File: config.mk
export PLATFORM = sky130hd
export DESIGN_NAME = clint
export DESIGN_NICKNAME = d
export VERILOG_FILES = /design/src/logic/axi_lite_pkg.sv /design/src/logic/clint_pkg.sv /design/src/logic/clint_rd_port.sv /design/src/logic/clint_wr_port.sv /design/src/logic/clint_regs.sv /design/src/logic/clint.sv
export SDC_FILE = /design/constraint.sdc
export NUM_CORES = 1
export LEC_CHECK = 0
export BUFFER_PORTS_ARGS = -buffer_cell sky130_fd_sc_hd__buf_2
export CAP_MARGIN = 5
export CORE_MARGIN = 10
export CORE_UTILIZATION = 56
export CTS_BUF_LIST = sky130_fd_sc_hd__clkbuf_16
export CTS_CLUSTER_SIZE = 20
export DETAILED_ROUTE_END_ITERATION = 10
export MAX_ROUTING_LAYER = met4
export PLACE_DENSITY = 0.8
export SLEW_MARGIN = 10
export SYNTH_ARGS = -nofsm -noshare
export SYNTH_HDL_FRONTEND = slang
export SYNTH_HIERARCHICAL = 1
export SYNTH_SLANG_ARGS = --single-unit
File: constraint.sdc
create_clock -name clk -period 3.6 [get_ports clk]
set_input_delay 0.72 -clock clk [delete_from_list [all_inputs] [get_ports clk]]
set_output_delay 0.72 -clock clk [all_outputs]
set_load 0.01 [all_outputs]
File: src/logic/axi_lite_pkg.sv
// AXI bus widths, response codes and bus vector types
`default_nettype none

package axi_lite_pkg;

  localparam int AXI_ADDR_W = 64;
  localparam int AXI_DATA_W = 64;
  localparam int AXI_STRB_W = AXI_DATA_W / 8;
  localparam int AXI_ID_W   = 4;
  localparam int AXI_RESP_W = 2;

  typedef logic [AXI_ADDR_W-1:0] axi_addr_t;
  typedef logic [AXI_DATA_W-1:0] axi_data_t;
  typedef logic [AXI_STRB_W-1:0] axi_strb_t;
  typedef logic [AXI_ID_W-1:0]   axi_id_t;
  typedef logic [AXI_RESP_W-1:0] axi_resp_t;

  // response codes
  localparam axi_resp_t RESP_OKAY   = 2'b00;
  localparam axi_resp_t RESP_EXOKAY = 2'b01;
  localparam axi_resp_t RESP_SLVERR = 2'b10;
  localparam axi_resp_t RESP_DECERR = 2'b11;

endpackage

`default_nettype wire

File: src/logic/clint_pkg.sv
// CLINT register addresses, reset values and register types
`default_nettype none

package clint_pkg;

  localparam int MSIP_W  = 32;
  localparam int MTIME_W = 64;

  // msip is 32 bits, timer and compare are 64
  typedef logic [MSIP_W-1:0]  msip_t;
  typedef logic [MTIME_W-1:0] mtime_t;

  // machine-mode register map
  localparam logic [63:0] MSIP_ADDR     = 64'h0000_0000_0200_0000;
  localparam logic [63:0] MTIMECMP_ADDR = 64'h0000_0000_0200_4000;
  localparam logic [63:0] MTIME_ADDR    = 64'h0000_0000_0200_BFF8;

  // reset values
  localparam msip_t  MSIP_RST     = '0;
  localparam mtime_t MTIME_RST    = '0;
  localparam mtime_t MTIMECMP_RST = 64'h0000_0000_0008_0000;

endpackage

`default_nettype wire

File: src/logic/clint_rd_port.sv
// read-channel FSM that captures AR and returns a single R beat
`default_nettype none

module clint_rd_port
  import axi_lite_pkg::*;
(
  input  logic      clk,
  input  logic      rst,

  input  logic      ar_valid_i,
  input  axi_addr_t ar_addr_i,
  input  axi_id_t   ar_id_i,
  output logic      ar_ready_o,

  input  logic      r_ready_i,
  output logic      r_valid_o,
  output axi_data_t r_data_o,
  output axi_resp_t r_resp_o,
  output logic      r_last_o,
  output axi_id_t   r_id_o,

  output axi_addr_t rd_addr_o,
  input  axi_data_t rd_data_i
);

  typedef enum logic {
    RD_IDLE,
    RD_RESP
  } rd_state_e;

  rd_state_e state_q;
  axi_addr_t addr_q;
  axi_id_t   id_q;

  always_ff @(posedge clk) begin
    if (rst) begin
      state_q <= RD_IDLE;
    end else begin
      case (state_q)
        RD_IDLE: if (ar_valid_i) state_q <= RD_RESP;
        RD_RESP: if (r_ready_i) state_q <= RD_IDLE;
        default: state_q <= RD_IDLE;
      endcase
    end
  end

  // payload latched on the AR handshake
  always_ff @(posedge clk) begin
    if (ar_valid_i && ar_ready_o) begin
      addr_q <= ar_addr_i;
      id_q   <= ar_id_i;
    end
  end

  assign ar_ready_o = (state_q == RD_IDLE);
  assign r_valid_o  = (state_q == RD_RESP);
  assign r_last_o   = r_valid_o;
  assign r_id_o     = id_q;
  assign r_resp_o   = RESP_OKAY;
  // data follows the registers until the beat is taken
  assign r_data_o   = rd_data_i;
  assign rd_addr_o  = addr_q;

  a_r_hold: assert property (@(posedge clk) disable iff (rst)
    r_valid_o && !r_ready_i |=> r_valid_o && $stable(r_id_o));

  a_ar_capture: assert property (@(posedge clk) disable iff (rst)
    ar_valid_i && ar_ready_o |=>
      r_valid_o && rd_addr_o == $past(ar_addr_i) && r_id_o == $past(ar_id_i));

endmodule

`default_nettype wire

File: src/logic/clint_wr_port.sv
// write-channel FSM for AW, W and B that issues register write strobes
`default_nettype none

module clint_wr_port
  import axi_lite_pkg::*;
(
  input  logic      clk,
  input  logic      rst,

  input  logic      aw_valid_i,
  input  axi_addr_t aw_addr_i,
  input  axi_id_t   aw_id_i,
  output logic      aw_ready_o,

  input  logic      w_valid_i,
  input  axi_data_t w_data_i,
  input  axi_strb_t w_strb_i,
  input  logic      w_last_i,
  output logic      w_ready_o,

  input  logic      b_ready_i,
  output logic      b_valid_o,
  output axi_resp_t b_resp_o,
  output axi_id_t   b_id_o,

  output logic      wr_en_o,
  output axi_addr_t wr_addr_o,
  output axi_data_t wr_data_o,
  output axi_strb_t wr_strb_o
);

  typedef enum logic [1:0] {
    WR_IDLE,
    WR_DATA,
    WR_RESP
  } wr_state_e;

  wr_state_e state_q;
  axi_addr_t addr_q;
  axi_id_t   id_q;
  logic      w_hs;

  assign w_hs = w_valid_i && w_ready_o;

  always_ff @(posedge clk) begin
    if (rst) begin
      state_q <= WR_IDLE;
    end else begin
      case (state_q)
        WR_IDLE: if (aw_valid_i) state_q <= WR_DATA;
        // burst ends on the last beat, not on a beat count
        WR_DATA: if (w_hs && w_last_i) state_q <= WR_RESP;
        WR_RESP: if (b_ready_i) state_q <= WR_IDLE;
        default: state_q <= WR_IDLE;
      endcase
    end
  end

  always_ff @(posedge clk) begin
    if (aw_valid_i && aw_ready_o) begin
      addr_q <= aw_addr_i;
      id_q   <= aw_id_i;
    end
  end

  assign aw_ready_o = (state_q == WR_IDLE);
  assign w_ready_o  = (state_q == WR_DATA);
  assign b_valid_o  = (state_q == WR_RESP);
  assign b_resp_o   = RESP_OKAY;
  assign b_id_o     = id_q;

  // every beat lands on the captured address
  assign wr_en_o    = w_hs;
  assign wr_addr_o  = addr_q;
  assign wr_data_o  = w_data_i;
  assign wr_strb_o  = w_strb_i;

  a_last_to_b: assert property (@(posedge clk) disable iff (rst)
    w_hs && w_last_i |=> b_valid_o && !w_ready_o);

  a_b_hold: assert property (@(posedge clk) disable iff (rst)
    b_valid_o && !b_ready_i |=> b_valid_o && $stable(b_id_o));

endmodule

`default_nettype wire

File: src/logic/clint_regs.sv
// msip, mtimecmp and mtime registers with decode, strobe merge and interrupts
`default_nettype none

module clint_regs
  import axi_lite_pkg::*;
  import clint_pkg::*;
(
  input  logic      clk,
  input  logic      rst,

  input  logic      wr_en_i,
  input  axi_addr_t wr_addr_i,
  input  axi_data_t wr_data_i,
  input  axi_strb_t wr_strb_i,

  input  axi_addr_t rd_addr_i,
  output axi_data_t rd_data_o,

  output logic      soft_irq_o,
  output logic      timer_irq_o
);

  msip_t     msip_q;
  mtime_t    mtimecmp_q;
  mtime_t    mtime_q;
  axi_data_t wr_mask;
  logic      wr_msip;
  logic      wr_mtimecmp;
  logic      wr_mtime;

  // one strobe bit covers one byte lane
  always_comb begin
    for (int i = 0; i < AXI_STRB_W; i++) begin
      wr_mask[i*8 +: 8] = {8{wr_strb_i[i]}};
    end
  end

  assign wr_msip     = wr_en_i && (wr_addr_i == MSIP_ADDR);
  assign wr_mtimecmp = wr_en_i && (wr_addr_i == MTIMECMP_ADDR);
  assign wr_mtime    = wr_en_i && (wr_addr_i == MTIME_ADDR);

  always_ff @(posedge clk) begin
    if (rst) begin
      msip_q     <= MSIP_RST;
      mtimecmp_q <= MTIMECMP_RST;
      mtime_q    <= MTIME_RST;
    end else begin
      if (wr_msip) begin
        msip_q <= (msip_q & ~wr_mask[MSIP_W-1:0]) | (wr_data_i[MSIP_W-1:0] & wr_mask[MSIP_W-1:0]);
      end
      if (wr_mtimecmp) begin
        mtimecmp_q <= (mtimecmp_q & ~wr_mask) | (wr_data_i & wr_mask);
      end
      // a write takes the place of this cycle's tick
      if (wr_mtime) begin
        mtime_q <= (mtime_q & ~wr_mask) | (wr_data_i & wr_mask);
      end else begin
        mtime_q <= mtime_q + 64'd1;
      end
    end
  end

  always_comb begin
    case (rd_addr_i)
      MSIP_ADDR:     rd_data_o = {{(AXI_DATA_W - MSIP_W){msip_q[MSIP_W-1]}}, msip_q};
      MTIMECMP_ADDR: rd_data_o = mtimecmp_q;
      MTIME_ADDR:    rd_data_o = mtime_q;
      default:       rd_data_o = '0;
    endcase
  end

  assign soft_irq_o  = msip_q[0];
  assign timer_irq_o = (mtime_q >= mtimecmp_q);

  // unmapped writes are dropped, the timer still ticks
  a_unmapped_wr: assert property (@(posedge clk) disable iff (rst)
    wr_en_i && !(wr_msip || wr_mtimecmp || wr_mtime) |=>
      $stable(msip_q) && $stable(mtimecmp_q) && (mtime_q == $past(mtime_q) + 64'd1));

endmodule

`default_nettype wire

File: src/logic/clint.sv
// CLINT top level joining the read port, the write port and the register block
`default_nettype none

module clint
  import axi_lite_pkg::*;
(
  input  logic      clk,
  input  logic      rst,

  input  logic      aw_valid_i,
  input  axi_addr_t aw_addr_i,
  input  axi_id_t   aw_id_i,
  output logic      aw_ready_o,

  input  logic      w_valid_i,
  input  axi_data_t w_data_i,
  input  axi_strb_t w_strb_i,
  input  logic      w_last_i,
  output logic      w_ready_o,

  input  logic      b_ready_i,
  output logic      b_valid_o,
  output axi_resp_t b_resp_o,
  output axi_id_t   b_id_o,

  input  logic      ar_valid_i,
  input  axi_addr_t ar_addr_i,
  input  axi_id_t   ar_id_i,
  output logic      ar_ready_o,

  input  logic      r_ready_i,
  output logic      r_valid_o,
  output axi_data_t r_data_o,
  output axi_resp_t r_resp_o,
  output logic      r_last_o,
  output axi_id_t   r_id_o,

  output logic      soft_irq_o,
  output logic      timer_irq_o
);

  axi_addr_t rd_addr;
  axi_data_t rd_data;
  logic      wr_en;
  axi_addr_t wr_addr;
  axi_data_t wr_data;
  axi_strb_t wr_strb;

  clint_rd_port u_rd_port (
    .clk        (clk),
    .rst        (rst),
    .ar_valid_i (ar_valid_i),
    .ar_addr_i  (ar_addr_i),
    .ar_id_i    (ar_id_i),
    .ar_ready_o (ar_ready_o),
    .r_ready_i  (r_ready_i),
    .r_valid_o  (r_valid_o),
    .r_data_o   (r_data_o),
    .r_resp_o   (r_resp_o),
    .r_last_o   (r_last_o),
    .r_id_o     (r_id_o),
    .rd_addr_o  (rd_addr),
    .rd_data_i  (rd_data)
  );

  clint_wr_port u_wr_port (
    .clk        (clk),
    .rst        (rst),
    .aw_valid_i (aw_valid_i),
    .aw_addr_i  (aw_addr_i),
    .aw_id_i    (aw_id_i),
    .aw_ready_o (aw_ready_o),
    .w_valid_i  (w_valid_i),
    .w_data_i   (w_data_i),
    .w_strb_i   (w_strb_i),
    .w_last_i   (w_last_i),
    .w_ready_o  (w_ready_o),
    .b_ready_i  (b_ready_i),
    .b_valid_o  (b_valid_o),
    .b_resp_o   (b_resp_o),
    .b_id_o     (b_id_o),
    .wr_en_o    (wr_en),
    .wr_addr_o  (wr_addr),
    .wr_data_o  (wr_data),
    .wr_strb_o  (wr_strb)
  );

  clint_regs u_regs (
    .clk         (clk),
    .rst         (rst),
    .wr_en_i     (wr_en),
    .wr_addr_i   (wr_addr),
    .wr_data_i   (wr_data),
    .wr_strb_i   (wr_strb),
    .rd_addr_i   (rd_addr),
    .rd_data_o   (rd_data),
    .soft_irq_o  (soft_irq_o),
    .timer_irq_o (timer_irq_o)
  );

endmodule

`default_nettype wire

==> results of run 1 <==
## routing by layer
metal,vias up,global-route usage [%]
li1,6164,-
met1,6195,29.99
met4,0,7.323
met5,-,-
met2,687,41.92
met3,98,5.108
## metrics by stage
stage / hold slack (ns) / power [uW] / TNS, ns / area (um^2)
after CTS: 0.2992 / 7414 / -11.45 / 17840
after detailed placement: 0.4630 / 4123 / 0 / 16530
after global routing: 0.3010 / 7577 / -20.27 / 18010
after floorplan: 0.4490 / 3982 / 0 / 15720
final: 0.3183 / 7368 / -8.156 / 18010
after global placement: 0.4603 / 4112 / 0 / 16530
## kinds of logic after synthesis
kind of cell / Yosys count / synth area share [%]
simple gates: 578 / 18.87
compound gates: 319 / 13.25
buf+inv: 299 / 11.37
flops: 299 / 46.77
mux: 70 / 4.501
fa+ha+maj: 65 / 5.178
other cells: 2 / 0.04781
## placed cells by master, fill, tap and decap left out, types with 31 or more instances in the layout
| cell | synthesis | layout |
|---|---|---|
| nor3_1 | 47 | 46 |
| a21oi_1 | 121 | 119 |
| buf_4 | 143 | 34 |
| buf_2 | 19 | 288 |
| mux2i_1 | 65 | 65 |
| clkbuf_16 | 0 | 31 |
| dfxtp_1 | 163 | 144 |
| nand4_1 | 44 | 44 |
| edfxtp_1 | 136 | 136 |
| nand2_1 | 157 | 157 |
| a221o_1 | 33 | 33 |
| inv_1 | 79 | 78 |
| nand3_1 | 98 | 98 |
| nor4_1 | 45 | 39 |
| ha_1 | 65 | 62 |
| nor2_1 | 86 | 85 |
## power by group
part	internal (uW)	switching [uW]	total, uW	leakage, uW
sequential	3670	45.2	3720	0.00262
clock	1940	1370	3310	0.000484
combinational	133	207	340	0.00392
total	5740	1630	7370	0.00702
## timing repair
action	4_1_cts	5_1_grt
gates resized for setup	49	53
endpoints found under the setup margin	65	65
buffers inserted	7	4
gates cloned	2	0
pin swaps	18	18
## worst paths after layout
check,cells after the start,end
setup / recovery,11,r_data_o[60]
hold / removal,1,u_rd_port/rd_addr_o[59]$_DFFE_PP_
setup reg to reg,10,flip-flop
hold reg to reg,2,flip-flop
## worst reg2reg max path: cells and delay by family (launching register included)
family / cells / cell delay (ns)
compound gates: 2 / 0.34
buf+inv: 1 / 0.25
flops: 1 / 0.45
simple gates: 7 / 1.83
## final cells by class
class | count | share of cell area, %
Antenna cell | 5 | 0.06947
Clock buffer | 31 | 4.307
Clock inverter | 25 | 1.563
Inverter | 79 | 1.646
Multi-Input combinational cell | 1036 | 37.85
Sequential cell | 299 | 40.92
Tap cell | 378 | 2.626
Timing Repair Buffer | 339 | 11.01
==> results.md, run 1 <==
* Status: complete, but fails checks
* Violated checks: setup timing
* Number of synthesized flops with an enable pin at ~140
* Multi-input gate area at ~6800 um^2
* Hold buffer count at cts at 0
* Number of synthesis warnings at 6
* Placer Congestion at ~0.9
* Inst Count DP at 2119
* Hold/Removal Path Class: input port to flip-flop
* Starting DRT DRC Count at 1271
* Worst-case vdd ir drop at roughly 0.00045 V
* Skew final at between 0.015 and 0.02 ns
* Core Footprint at 27710 um^2
* CP top delay family: simple AND/OR/NAND/NOR gates
* Fraction of registers with async set/reset at 0%
* Worst-Skew Late Latency at 0.58 ns
* DR WL met3 at 3627 um
* Post-synth top flop: dfxtp_1
* Buffers on Ports at 295
* Top-count cell post-synth: dfxtp_1
* Pins Over Slew Limit at 0
* Yosys cell types at 76
* Final #Nets at 2067
* Seq/Total Area, Yosys at a little under half
* GR Overflow Total at 0
* Final period util at 106.6%
* Final ANT Viol Nets at 0
* Row count at 61
* Post-DP HPWL at ~33000 um
* HP Start: ar_addr_i[59]
* Cells after Synth at 1632
* Slowest cell on crit path: or4_1
* Maximum buffer depth of the clock tree at 3
* WL/cell at 20.78 um
* FF/Latch Area at 7371 um^2
* Synth Register Bits at about 300
* Layout cell share with drive strength beyond 1 at 26.31%
* Pwr/cell area at 409.1 nW/um^2
* Setup crit start kind: flip-flop
* Leakage power total at around 0.007 uW
* Syn-to-layout area delta at 14.66%
* Largest net degree at the start of global routing at 84
* WP data required at 2.88 ns
* Detailed Routing Iterations Pass 1 at 6
* Routed wl met2 at 22430 um
* Die Wd at around 190 um
* GRT Total Usage at 25.04%
* Filler instances at 2124
* R2r setup slk at 0.58 ns
* Vias per inst at 5.996
* Crit path DAT at 3.12 ns
* Initial Utilization at 56.70%
* Final Non-Filler Cells at between 2000 and 2500
* PnR worst setup slack at -0.2362 ns
* CTS sink cnt at 299
* WP buf/inv at 4
* Initial antenna violation count at 5
* Crit path launch: u_rd_port/rd_addr_o[31]$_DFFE_PP_
* DRC errors left at 0
* Vias in the first global route at 13070
* Root Buffer: clkbuf_16
* First-pass GRT wire length at 70250 um
* CP Capture Type: output port
* Minimum clock period at 3.836 ns
* Post-Place Setup Slack at 0.2146 ns
* Crit-path cells: nor4_2 -> nand4_1 -> or4_1 -> nor3_2 -> nand4_1 -> buf_12 -> nor3b_4 -> buf_4 -> buf_12 -> a221o_1 -> buf_2
* F_max at approximately 260 MHz
* Drt total wl at around 46000 um
* Top cell type's share of synthesized area at 26.00%
* H-Tree Depth at 1
* Dominant cells by area after synthesis: edfxtp_1 (26%), dfxtp_1 (21%), buf_4 (6.8%)
* Synth Cell Area at 15710 um^2
* Total die area at 35150 um^2
* Critical path type: flip-flop to output port
* Fin util at between 60% and 70%
* RSZ-0062 raised after global routing: yes
* Wl on met1 at 18250 um
* Clk slew on worst S/H paths at ~0.060 ns
* Final Hold Fails at 0
* CP max FO at 17
* # IOs at 300
* Num CTS Buffers at 31
* Slowest cell delay on critical path at around 0.42 ns
* Synth cell count leaders: dfxtp_1 (163), nand2_1 (157), buf_4 (143)
* Yosys top cell by area: edfxtp_1
* Worst rel slew slack at 34.98%
* Top Metal Used: met4
* Worst slew pin tran at 0.9754 ns
* Via count at 13140
* Maxcap violations at 0
* Die boundary height at roughly 190 um
* Avg Cell Area, Syn at 9.625 um^2
* CTS tree: yes
* Final setup vio count at between 60 and 70
* R2R Path Start: u_wr_port/state_q[0]$_SDFFE_PP0P_
No activity file was read; power rests on OpenSTA's default activity.
==> run 2: changes to the inputs <==
RECOVER_POWER = 50   (was not set)
==> results.md, run 2 (synthesis results as in run 1) <==
* Status: complete, but fails checks
* Violated checks: capacitance limit, slew limit, setup timing
* First-pass GRT wire length at 70250 um (unchanged)
* GRT Total Usage at 25.04% (unchanged)
* Worst-case vdd ir drop at 0.0004489 V (-0.17%)
* GR Overflow Total at 0 (unchanged)
* RSZ-0062 raised after global routing: yes
* Setup crit start kind: flip-flop
* Buffers on Ports at 295 (unchanged)
* Pwr/cell area at 409.5 nW/um^2 (+0.10%)
* Vias in the first global route at 13070 (unchanged)
* Crit-path cells: nor4_2 -> nand4_1 -> or4_1 -> nor3_2 -> nand4_1 -> buf_12 -> nor3b_4 -> buf_4 -> buf_12 -> a221o_1 -> buf_2
* # IOs at 300 (unchanged)
* Initial antenna violation count at 5 (unchanged)
* F_max at 259.7 MHz (-0.36%)
* Leading cell type in the layout, fill and taps excluded: buf_2
* Hold_ws at 0.3189 ns (+0.0005900 ns)
* Pins Over Slew Limit at 152 (+152)
* Final Non-Filler Cells at 2193 (+0.046%)
* CP max FO at 17 (unchanged)
* Critical path type: flip-flop to output port
* Root Buffer: clkbuf_16
* Hold/Removal Path Class: input port to flip-flop
* Slowest cell delay on critical path at 0.42 ns (about the same)
* Inst Count DP at 2119 (unchanged)
* Slowest cell on crit path: or4_1
* Final ANT Viol Nets at 0 (unchanged)
* DRC errors left at 0 (unchanged)
* Worst rel slew slack at -25.53% (-61 points)
* Clk slew on worst S/H paths at 0.06 ns (about the same)
* Multi-input gate area at 6815 um^2 (about the same)
* Crit path DAT at 3.13 ns (about the same)
* Maxcap violations at 3 (+3)
* Num CTS Buffers at 31 (unchanged)
* Layout cell share with drive strength beyond 1 at 25.15% (-1.2 points)
* CTS tree: yes
* WP data required at 2.88 ns (about the same)
* Minimum clock period at 3.850 ns (+0.01400 ns)
* Initial Utilization at 56.70% (unchanged)
* Post-DP HPWL at 33360 um (unchanged)
* Post-Place Setup Slack at 0.2146 ns (unchanged)
* Total die area at 35150 um^2 (unchanged)
* Die Wd at 187.5 um (unchanged)
* Starting DRT DRC Count at 1256 (-1.2%)
* FF/Latch Area at 7371 um^2 (unchanged)
* Most frequent cells in the layout: buf_2 (271), nand2_1 (157), dfxtp_1 (144)
* Core Footprint at 27710 um^2 (unchanged)
* Drt total wl at 45490 um (-0.13%)
* Worst-Skew Late Latency at 0.57 ns (about the same)
* PnR worst setup slack at -0.2502 ns (-0.01400 ns)
* Placer Congestion at 0.9271 (unchanged)
* Final setup vio count at 64 (unchanged)
* Via count at 13170 (+0.18%)
* Final period util at 107.0% (+0.39 points)
* H-Tree Depth at 1 (unchanged)
* Skew final at 0.01648 ns (+0.00009990 ns)
* Vias per inst at 6.005 (+0.14%)
* WL/cell at 20.74 um (-0.18%)
* CP Capture Type: output port
* Filler instances at 2146 (+1.0%)
* Row count at 61 (unchanged)
* Final #Nets at 2067 (unchanged)
* Maximum buffer depth of the clock tree at 3 (unchanged)
* Detailed Routing Iterations Pass 1 at 5 (-1)
* Final Hold Fails at 0 (unchanged)
* Leakage power total at 0.006965 uW (-0.80%)
* Largest net degree at the start of global routing at 84 (unchanged)
* Worst slew pin tran at 1.883 ns (+0.9076 ns)
* Syn-to-layout area delta at 14.47%
* Die boundary height at 187.5 um (unchanged)
* CTS sink cnt at 299 (unchanged)
run 2: cell types whose count changed in the layout (fill, tap and decap cells not counted):
cell / change
and2b_1: +1
and2_0: +1
diode_2: +1
clkbuf_2: +1
buf_4: -3
clkbuf_1: +19
buf_2: -17
and2b_2: -1
and2_2: -1
run 2: what timing repair did:
action | 4_1_cts | 5_1_grt
setup buffers | 7 | 4
hold buffers | 0 | 0
gates cloned | 2 | 0
endpoints found under the hold margin | 0 | 0
pin swaps | 18 | 18
endpoints found under the setup margin | 65 | 65
gates resized for setup | 49 | 53
run 2: worst paths after layout:
| kind | slack (ns) | depth (start not counted) | endpoint | from |
|---|---|---|---|---|
| worst min register to register | 0.47 | 2 | flip-flop | flip-flop |
| worst min-delay path | 0.32 | 1 | u_rd_port/rd_addr_o[59]$_DFFE_PP_ | ar_addr_i[59] |
| worst max-delay path | -0.25 | 11 | r_data_o[63] | u_rd_port/rd_addr_o[32]$_DFFE_PP_ |
| worst max register to register | 0.54 | 10 | flip-flop | u_wr_port/state_q[0]$_SDFFE_PP0P_ |
run 2: final cells by class:
class | instances | share of cell area [%]
Antenna cell | 6 | 0.08351
Clock buffer | 31 | 4.315
Clock inverter | 25 | 1.566
Inverter | 79 | 1.649
Multi-Input combinational cell | 1036 | 37.91
Sequential cell | 299 | 41.00
Tap cell | 378 | 2.630
Timing Repair Buffer | 339 | 10.86
run 2: critical path, delay by kind of cell (launching register included):
kind                   cells  cell delay [ns]
DFF                        1             0.38
buffers and inverters      4             0.63
and+or+nand+nor            6             1.39
AOI/OAI and AO/OA          1             0.14
run 2: per-layer routing:
layer | vias up | GRT usage (%) | part of all wire, %
met2 | 633 | 41.92 | 49
met1 | 6259 | 29.99 | 40
met4 | 0 | 7.323 | 2.9
li1 | 6177 | - | -
met5 | - | - | 0
met3 | 99 | 5.108 | 7.7
run 2: per-stage QoR:
stage	setup TNS [ns]	util, %	total power [uW]	instance area, um^2
floorplan	0	-	3982	15720
finish	-8.884	64.90	7363	17980
global route	-20.27	64.89	7575	17980
detailed placement	0	59.66	4123	16530
CTS	-11.45	64.40	7414	17840
global placement	0	59.66	4112	16530
run 2: report_power, final:
part           internal (uW)  switching, uW  total [uW]
registers               3680           44.8        3720
clock network           1940           1370        3310
logic                    129            207         336
